$ cat src/design/csr_pkg.sv
`default_nettype none

package csr_pkg;

    ////////////////////////////////////////////////////////////////////
    // Widths
    ////////////////////////////////////////////////////////////////////
    localparam int xlen       = 64;
    localparam int csr_addr_w = 12;

    ////////////////////////////////////////////////////////////////////
    // Machine CSR addresses
    ////////////////////////////////////////////////////////////////////
    localparam logic [csr_addr_w-1:0] addr_mstatus  = 12'h300;
    localparam logic [csr_addr_w-1:0] addr_mtvec    = 12'h305;
    localparam logic [csr_addr_w-1:0] addr_mscratch = 12'h340;
    localparam logic [csr_addr_w-1:0] addr_mepc     = 12'h341;
    localparam logic [csr_addr_w-1:0] addr_mcause   = 12'h342;

    // MPP = 3, SXL/UXL = 2
    localparam logic [xlen-1:0] mstatus_reset = 64'ha00001800;

    localparam int mie_bit  = 3;
    localparam int mpie_bit = 7;

    // Interrupt flag in the top bit
    localparam logic [xlen-1:0] cause_ecall_m   = 64'd11;
    localparam logic [xlen-1:0] cause_ext_irq_m = {1'b1, 63'd11};

    typedef enum logic [2:0] {
        op_none,
        op_csrrw,
        op_csrrs,
        op_csrrc,
        op_ecall,
        op_mret
    } csr_op_e;

endpackage

`default_nettype wire

$ cat src/design/csr_op_unit.sv
`timescale 1ns/1ps
`default_nettype none

module csr_op_unit (
    input  logic                           instr_valid,
    input  csr_pkg::csr_op_e               instr_op,
    input  logic                           instr_kill,
    input  logic [csr_pkg::csr_addr_w-1:0] csr_addr,
    input  logic [csr_pkg::xlen-1:0]       src_data,
    input  logic                           src_is_zero,
    input  logic [csr_pkg::xlen-1:0]       rd_data,
    input  logic                           addr_hit,
    output logic                           csr_wen,
    output logic [csr_pkg::csr_addr_w-1:0] csr_waddr,
    output logic [csr_pkg::xlen-1:0]       csr_wdata,
    output logic                           illegal
);
    import csr_pkg::*;

    logic is_csr_op;
    logic is_set_clr;
    logic op_active;
    logic no_write;

    assign is_csr_op  = (instr_op == op_csrrw) ||
                        (instr_op == op_csrrs) ||
                        (instr_op == op_csrrc);
    assign is_set_clr = (instr_op == op_csrrs) || (instr_op == op_csrrc);

    // Preempted instructions do nothing
    assign op_active = instr_valid && !instr_kill && is_csr_op;

    // Set/clear with x0 or zero immediate is a pure read
    assign no_write = is_set_clr && src_is_zero;

    //////////////////////////////////////////////////////////////////////
    // New value
    //////////////////////////////////////////////////////////////////////
    always_comb begin
        case (instr_op)
            op_csrrw: csr_wdata = src_data;
            op_csrrs: csr_wdata = rd_data | src_data;
            op_csrrc: csr_wdata = rd_data & ~src_data;
            default:  csr_wdata = rd_data;
        endcase
    end

    assign csr_waddr = csr_addr;
    assign csr_wen   = op_active && addr_hit && !no_write;
    assign illegal   = op_active && !addr_hit;

    // Writes only reach known CSRs
    always_comb begin
        a_wen_hit : assert final (!csr_wen || addr_hit)
            else $error("csr_op_unit: write to unknown CSR");
    end

endmodule

`default_nettype wire

$ cat src/design/csr_regfile.sv
`timescale 1ns/1ps
`default_nettype none

module csr_regfile (
    input  logic                           I_sys_clk,
    input  logic                           I_rst,
    input  logic                           csr_wen,
    input  logic [csr_pkg::csr_addr_w-1:0] csr_waddr,
    input  logic [csr_pkg::xlen-1:0]       csr_wdata,
    input  logic                           trap_wr,
    input  logic [csr_pkg::xlen-1:0]       trap_cause,
    input  logic [csr_pkg::xlen-1:0]       trap_pc,
    input  logic                           mret_wr,
    input  logic [csr_pkg::csr_addr_w-1:0] raddr,
    output logic [csr_pkg::xlen-1:0]       rd_data,
    output logic                           addr_hit,
    output logic                           mstatus_mie,
    output logic [csr_pkg::xlen-1:0]       mtvec,
    output logic [csr_pkg::xlen-1:0]       mepc
);
    import csr_pkg::*;

    logic [xlen-1:0] mstatus;
    logic [xlen-1:0] mcause;
    logic [xlen-1:0] mscratch;

    assign mstatus_mie = mstatus[mie_bit];

    //////////////////////////////////////////////////////////////////////
    // Register update
    //////////////////////////////////////////////////////////////////////
    always_ff @(posedge I_sys_clk) begin
        if (I_rst) begin
            mstatus  <= mstatus_reset;
            mtvec    <= '0;
            mepc     <= '0;
            mcause   <= '0;
            mscratch <= '0;
        end else if (csr_wen) begin
            case (csr_waddr)
                addr_mstatus:  mstatus  <= csr_wdata;
                addr_mtvec:    mtvec    <= csr_wdata;
                addr_mepc:     mepc     <= csr_wdata;
                addr_mcause:   mcause   <= csr_wdata;
                addr_mscratch: mscratch <= csr_wdata;
                default: ;
            endcase
        end else if (trap_wr) begin
            mepc              <= trap_pc;
            mcause            <= trap_cause;
            mstatus[mpie_bit] <= mstatus[mie_bit]; // Save interrupt enable
            mstatus[mie_bit]  <= 1'b0;
        end else if (mret_wr) begin
            mstatus[mie_bit]  <= mstatus[mpie_bit];
            mstatus[mpie_bit] <= 1'b1;
        end
    end

    //////////////////////////////////////////////////////////////////////
    // Read port
    //////////////////////////////////////////////////////////////////////
    always_comb begin
        addr_hit = 1'b1;
        case (raddr)
            addr_mstatus:  rd_data = mstatus;
            addr_mtvec:    rd_data = mtvec;
            addr_mepc:     rd_data = mepc;
            addr_mcause:   rd_data = mcause;
            addr_mscratch: rd_data = mscratch;
            default: begin
                rd_data  = '0; // Unknown CSR reads zero
                addr_hit = 1'b0;
            end
        endcase
    end

    // Enables come from two different blocks
    a_one_writer : assert property (
        @(posedge I_sys_clk) disable iff (I_rst)
        $onehot0({csr_wen, trap_wr, mret_wr})
    ) else $error("csr_regfile: more than one write enable high");

endmodule

`default_nettype wire

$ cat src/design/csr_unit_top.sv
`timescale 1ns/1ps
`default_nettype none

module csr_unit_top (
    input  logic                           I_sys_clk,
    input  logic                           I_rst,
    input  logic                           I_instr_valid,
    input  csr_pkg::csr_op_e               I_instr_op,
    input  logic [csr_pkg::xlen-1:0]       I_instr_pc,
    input  logic [csr_pkg::csr_addr_w-1:0] I_csr_addr,
    input  logic [csr_pkg::xlen-1:0]       I_src_data,
    input  logic                           I_src_is_zero,
    input  logic                           I_ext_irq,
    output logic [csr_pkg::xlen-1:0]       O_rd_data,
    output logic                           O_illegal,
    output logic                           O_redirect,
    output logic [csr_pkg::xlen-1:0]       O_redirect_pc
);
    import csr_pkg::*;

    logic                  csr_wen;
    logic [csr_addr_w-1:0] csr_waddr;
    logic [xlen-1:0]       csr_wdata;
    logic                  addr_hit;
    logic                  trap_wr;
    logic [xlen-1:0]       trap_cause;
    logic [xlen-1:0]       trap_pc;
    logic                  mret_wr;
    logic                  mstatus_mie;
    logic [xlen-1:0]       mtvec;
    logic [xlen-1:0]       mepc;
    logic                  instr_kill;

    csr_regfile u_regfile (
        .I_sys_clk   (I_sys_clk),
        .I_rst       (I_rst),
        .csr_wen     (csr_wen),
        .csr_waddr   (csr_waddr),
        .csr_wdata   (csr_wdata),
        .trap_wr     (trap_wr),
        .trap_cause  (trap_cause),
        .trap_pc     (trap_pc),
        .mret_wr     (mret_wr),
        .raddr       (I_csr_addr),
        .rd_data     (O_rd_data), // Value before the write
        .addr_hit    (addr_hit),
        .mstatus_mie (mstatus_mie),
        .mtvec       (mtvec),
        .mepc        (mepc)
    );

    csr_op_unit u_op (
        .instr_valid (I_instr_valid),
        .instr_op    (I_instr_op),
        .instr_kill  (instr_kill),
        .csr_addr    (I_csr_addr),
        .src_data    (I_src_data),
        .src_is_zero (I_src_is_zero),
        .rd_data     (O_rd_data),
        .addr_hit    (addr_hit),
        .csr_wen     (csr_wen),
        .csr_waddr   (csr_waddr),
        .csr_wdata   (csr_wdata),
        .illegal     (O_illegal)
    );

    trap_ctrl u_trap (
        .I_sys_clk   (I_sys_clk),
        .I_rst       (I_rst),
        .instr_valid (I_instr_valid),
        .instr_op    (I_instr_op),
        .instr_pc    (I_instr_pc),
        .ext_irq     (I_ext_irq),
        .mstatus_mie (mstatus_mie),
        .mtvec       (mtvec),
        .mepc        (mepc),
        .instr_kill  (instr_kill),
        .trap_wr     (trap_wr),
        .trap_cause  (trap_cause),
        .trap_pc     (trap_pc),
        .mret_wr     (mret_wr),
        .redirect    (O_redirect),
        .redirect_pc (O_redirect_pc)
    );

endmodule

`default_nettype wire

$ cat src/design/trap_ctrl.sv
`timescale 1ns/1ps
`default_nettype none

module trap_ctrl (
    input  logic                     I_sys_clk,
    input  logic                     I_rst,
    input  logic                     instr_valid,
    input  csr_pkg::csr_op_e         instr_op,
    input  logic [csr_pkg::xlen-1:0] instr_pc,
    input  logic                     ext_irq,
    input  logic                     mstatus_mie,
    input  logic [csr_pkg::xlen-1:0] mtvec,
    input  logic [csr_pkg::xlen-1:0] mepc,
    output logic                     instr_kill,
    output logic                     trap_wr,
    output logic [csr_pkg::xlen-1:0] trap_cause,
    output logic [csr_pkg::xlen-1:0] trap_pc,
    output logic                     mret_wr,
    output logic                     redirect,
    output logic [csr_pkg::xlen-1:0] redirect_pc
);
    import csr_pkg::*;

    logic irq_d;
    logic irq_rise;
    logic irq_pending;
    logic irq_take;
    logic ecall_take;
    logic mret_take;

    //////////////////////////////////////////////////////////////////////
    // Interrupt pending
    //////////////////////////////////////////////////////////////////////
    assign irq_rise = ext_irq && !irq_d;

    always_ff @(posedge I_sys_clk) begin
        if (I_rst) begin
            irq_d       <= 1'b0;
            irq_pending <= 1'b0;
        end else begin
            irq_d       <= ext_irq;
            irq_pending <= irq_rise || (irq_pending && !irq_take); // New edge wins
        end
    end

    //////////////////////////////////////////////////////////////////////
    // Arbitration: interrupt, then ecall/mret
    //////////////////////////////////////////////////////////////////////
    assign irq_take   = instr_valid && irq_pending && mstatus_mie;
    assign ecall_take = instr_valid && !irq_take && (instr_op == op_ecall);
    assign mret_take  = instr_valid && !irq_take && (instr_op == op_mret);

    assign instr_kill = irq_take;
    assign trap_wr    = irq_take || ecall_take;
    assign trap_cause = irq_take ? cause_ext_irq_m : cause_ecall_m;
    assign trap_pc    = instr_pc; // Preempted or faulting pc
    assign mret_wr    = mret_take;

    assign redirect    = trap_wr || mret_wr;
    assign redirect_pc = mret_take ? mepc : mtvec; // Direct mode only

    a_redirect_valid : assert property (
        @(posedge I_sys_clk) disable iff (I_rst)
        redirect |-> instr_valid
    ) else $error("trap_ctrl: redirect without valid instruction");

endmodule

`default_nettype wire

$ cat config.mk
export PLATFORM = sky130hd
export DESIGN_NAME = csr_unit_top
export DESIGN_NICKNAME = d
export VERILOG_FILES = /design/src/design/csr_pkg.sv /design/src/design/csr_op_unit.sv /design/src/design/csr_regfile.sv /design/src/design/csr_unit_top.sv /design/src/design/trap_ctrl.sv
export SDC_FILE = /design/constraint.sdc
export NUM_CORES = 1
export LEC_CHECK = 0
export CAP_MARGIN = 0
export CELL_PAD_IN_SITES_DETAIL_PLACEMENT = 2
export CELL_PAD_IN_SITES_GLOBAL_PLACEMENT = 2
export CORE_MARGIN = 4
export CORE_UTILIZATION = 42
export CTS_BUF_LIST = sky130_fd_sc_hd__clkbuf_4 sky130_fd_sc_hd__clkbuf_8 sky130_fd_sc_hd__clkbuf_16
export CTS_CLUSTER_SIZE = 12
export DETAILED_ROUTE_END_ITERATION = 10
export DONT_BUFFER_PORTS = 1
export GPL_ROUTABILITY_DRIVEN = 0
export PLACE_DENSITY = 0.9
export REMOVE_ABC_BUFFERS = 1
export SETUP_SLACK_MARGIN = 0.2
export SLEW_MARGIN = 10
export SYNTH_ARGS = -nofsm -noshare
export SYNTH_HDL_FRONTEND = slang
export SYNTH_SLANG_ARGS = --single-unit
$ cat constraint.sdc
create_clock -name I_sys_clk -period 5.9 [get_ports I_sys_clk]
set_input_delay 0.295 -clock I_sys_clk [delete_from_list [all_inputs] [get_ports I_sys_clk]]
set_output_delay 0.295 -clock I_sys_clk [all_outputs]
set_load 0.005 [all_outputs]
==> results.txt <==
The final instance count without filler cells is ~2400. The worst path needs around 3.8 ns of the cycle, external delays included. The peak fanout along the critical path is 181. The most used flip-flop cell after synthesis is sky130_fd_sc_hd__dfxtp_1. The placed instance area came out at 17330 um^2. The post-synthesis sequential element count is 322. The signal arrival time at the worst endpoint came out at 4.29 ns. The clock transition time at the flip-flop clock pins of the worst setup and hold paths is 0.06 ns. Pin placement for this block handled 278 I/O pins. The power density normalized to cell area is between 200 and 300 nW/um^2. After detailed routing, the average wire length per cell comes to 32.88 um. The type of the worst min-delay path is primary input to flip-flop. Across every metal layer, demand over resource in global routing totals 0.3416.

The number of hold-slack violations in the final timing report is 0. The flow ran to the end, and the final reports show no timing, DRC or antenna violations. Setup violations remaining at the end of the flow were counted as 0. The area growth from synthesis to final layout is 11.13%. The total clock sinks is 322.

The max-cap check violation count is 0. The count of flip-flops with a built-in enable after synthesis is 0. Yosys mapped the design onto 68 distinct sky130hd cell types.

The share of the synthesized area in compound gates (AO/OA/AOI/OAI) is 0.2561. Setup repair after global routing left no endpoint under its margin. The floorplan step defined a die boundary enclosing between 40000 and 50000 um^2. After synthesis, the largest family of logic cells by area is compound AO/OA/AOI/OAI gates. For this block, the initial DRC count from the detailed router was 1311. The setup check on the worst reg-to-reg path leaves a slack of 2.38 ns. The number of iterations in the first detailed-routing pass came out at 5. The met1 track demand over resource came out at 0.4097. Detailed placement finished with a half-perimeter wire length of 42920 um. The worst endpoint required time came out at 6.40 ns. The portion of synthesized area spent on multiplexers is 0.08285. The library cell used most frequently in the layout, excluding fill and tap cells, is sky130_fd_sc_hd__dfxtp_1. The number of antenna violations at the first check in global routing came out at 1. Measured along the x axis, the die boundary spans 210.6 um. The leakage power total came out at 6.331 nW.

The worst slew margin relative to its limit came out at 0.1310. The mapped cell area came out at approximately 17000 um^2. The count of input and output buffers is 0. The overall overflow remaining after global route is 0. STA classifies the critical path endpoint as a flip-flop.

In the final layout, the share of cells above drive strength 1 is 0.1774. The standard-cell row count came out at 73. The number of warnings reported in the yosys synthesis log came out at 0. TritonCTS created 38 clock buffers. The met2 track utilization from global routing is 0.5815.

The cell count after synthesis came out at 1964. The total of cells resized after clock tree synthesis is 0. The count of final max-slew check failures is 0. For this configuration, the core starts out at a cell density of 0.4291. Dividing the detail-routed via count by the number of cells gives 6.970.

TritonCTS built the clock tree. The measured slew at the worst slew-check pin is 1.293 ns. STA classifies the critical path startpoint as a primary input. The final worst clock skew came out at 0.01734 ns. The met3 capacity usage during global routing is 0.07292. The diode insertion count for antenna repair is 0. Static timing analysis puts the maximum clock frequency at roughly 0.26 GHz. The post-route setup TNS is 0 ns. The post-route cell area is 19170 um^2.

The number of global-route vias before repair is 18707. The number of H-tree levels is 2. The routing layer with the top usage in global route is met2. The remaining number of nets flagged by the antenna check after routing is 0. In the synthesized netlist the async set-or-reset flop fraction comes to 0. The cell total after placement came out at 2314. IR analysis of the VDD net gives a maximum drop of 0.1639 mV.

The final worst hold slack is approximately 0.011 ns. The share of the Yosys chip area taken by registers is 0.3738. The worst-skew pair later-pin latency came out at 0.56 ns. The final net count came out at 2033. The die outline height is about 210 um. The post-detailed-route DRC marker count is 0. The hold buffer count at cts came out at 55.

The simple logic cell fraction of the synthesized area came out at 0.2355. Entering global routing, the biggest net connects around 180 pins. The aggregate routed wire length is 80090 um. In the layout the commonest cells are sky130_fd_sc_hd__dfxtp_1, sky130_fd_sc_hd__nor2_1, sky130_fd_sc_hd__nand2_1, sky130_fd_sc_hd__a22o_1, sky130_fd_sc_hd__a21oi_1. The area of the core is 40190 um^2. The first global-routing pass estimated between 100000 and 150000 um of wire. Counting along the longest clock path gives a buffer depth of 3.

The kind of critical path is primary input to flip-flop. The synthesized area per cell is 8.781 um^2. Of the total synthesized cell area, the portion taken by full adders, half adders and majority gates is 0. The root buffer cell is sky130_fd_sc_hd__clkbuf_16.

The part of the cycle the worst path needs came out at 0.6429. Of the total synthesized cell area, the portion taken by XOR and XNOR cells is 0.001016. The routed via count came out at 16978.

The number of setup buffers added after CTS came out at 0.
## power breakdown
part,internal (mW),total [mW],switching (mW)
sequential,2.19,2.21,0.0155
clock,1.44,2.46,1.02
combinational,0.118,0.351,0.232
total,3.75,5.02,1.26
## metal layers
layer	vias to the layer above	routed length (um)
met4	2	4317
met3	254	5860
met1	8752	31330
met5	-	7
li1	7141	-
met2	829	38580
## path summary, 6_finish.rpt
kind,end,startpoint,depth (start not counted)
max,u_regfile.mepc[34],I_csr_addr[6],8
min,u_regfile.mepc[47],I_instr_pc[47],2
max reg2reg,u_regfile.mepc[34],u_regfile.mstatus[3],7
min reg2reg,u_regfile.mstatus[37],u_regfile.mstatus[37],2
## cell usage after synthesis (6+ instances only)
| master | number | area (um^2) |
|---|---|---|
| sky130_fd_sc_hd__o21a_1 | 11 | 82.58 |
| sky130_fd_sc_hd__nand3_1 | 12 | 60.06 |
| sky130_fd_sc_hd__o21ai_0 | 110 | 550.5 |
| sky130_fd_sc_hd__a31oi_1 | 63 | 394.1 |
| sky130_fd_sc_hd__o22ai_1 | 6 | 37.54 |
| sky130_fd_sc_hd__buf_1 | 13 | 48.80 |
| sky130_fd_sc_hd__nor2b_1 | 14 | 87.58 |
| sky130_fd_sc_hd__buf_4 | 8 | 60.06 |
| sky130_fd_sc_hd__clkbuf_1 | 113 | 424.2 |
| sky130_fd_sc_hd__or4b_2 | 53 | 530.5 |
| sky130_fd_sc_hd__nand4b_1 | 106 | 928.4 |
| sky130_fd_sc_hd__dfxtp_1 | 322 | 6446 |
| sky130_fd_sc_hd__mux2i_1 | 10 | 100.1 |
| sky130_fd_sc_hd__nor2_1 | 241 | 904.6 |
| sky130_fd_sc_hd__a211oi_1 | 14 | 105.1 |
| sky130_fd_sc_hd__nor3_1 | 67 | 335.3 |
| sky130_fd_sc_hd__a21oi_1 | 128 | 640.6 |
| sky130_fd_sc_hd__nand2_1 | 178 | 668.1 |
| sky130_fd_sc_hd__mux2_2 | 118 | 1329 |
| sky130_fd_sc_hd__o31ai_4 | 39 | 829.6 |
| sky130_fd_sc_hd__buf_2 | 61 | 305.3 |
| sky130_fd_sc_hd__and3_1 | 6 | 37.54 |
| sky130_fd_sc_hd__o31ai_2 | 9 | 112.6 |
| sky130_fd_sc_hd__nor4b_1 | 7 | 61.31 |
| sky130_fd_sc_hd__a22o_1 | 147 | 1287 |
## worst max-delay path: stages
cell and delay (ns):
sky130_fd_sc_hd__or4b_1 0.77, sky130_fd_sc_hd__nor2_4 1.01, sky130_fd_sc_hd__buf_4 0.51, sky130_fd_sc_hd__a21oi_1 0.22
sky130_fd_sc_hd__o31ai_4 0.37, sky130_fd_sc_hd__nand2_1 0.10, sky130_fd_sc_hd__a21oi_1 0.22, sky130_fd_sc_hd__dlygate4sd3_1 0.59
## cell families after synthesis
group           after synthesis
buf+inv                     201
mux                         128
compound gates              573
xor+xnor                      2
flops                       322
simple gates                738
## area by class of cell
| cell class | instances | area, um^2 |
|---|---|---|
| well taps | 525 | 656.9 |
| clock buffers | 56 | 1154 |
| flip-flops and latches | 322 | 6446 |
| repair buffers | 78 | 755.7 |
| fillers | 4268 | 21020 |
| clock inverters | 10 | 107.6 |
| multi-input cells | 1441 | 10030 |
| inverters | 4 | 15.01 |
## through the flow
stage | utilization | worst slack, ns | total power [mW]
2_1_floorplan | - | 0.2004 | 2.440
3_3_place_gp | 0.4311 | 2.278 | 2.522
3_5_place_dp | 0.4311 | 2.012 | 2.538
4_1_cts | 0.4767 | 2.428 | 4.998
5_1_grt | 0.4769 | 2.161 | 5.127
6_report | 0.4769 | 2.107 | 5.016
## registers in the layout, summed over array words and instances (netlist names)
name,count
u_regfile.mtvec,64
u_regfile.mcause,64
u_regfile.mepc,64
u_regfile.mstatus,64
u_regfile.mscratch,64
u_trap.irq_pending,1
u_trap.irq_d,1
(Power assumes the default switching activity.)
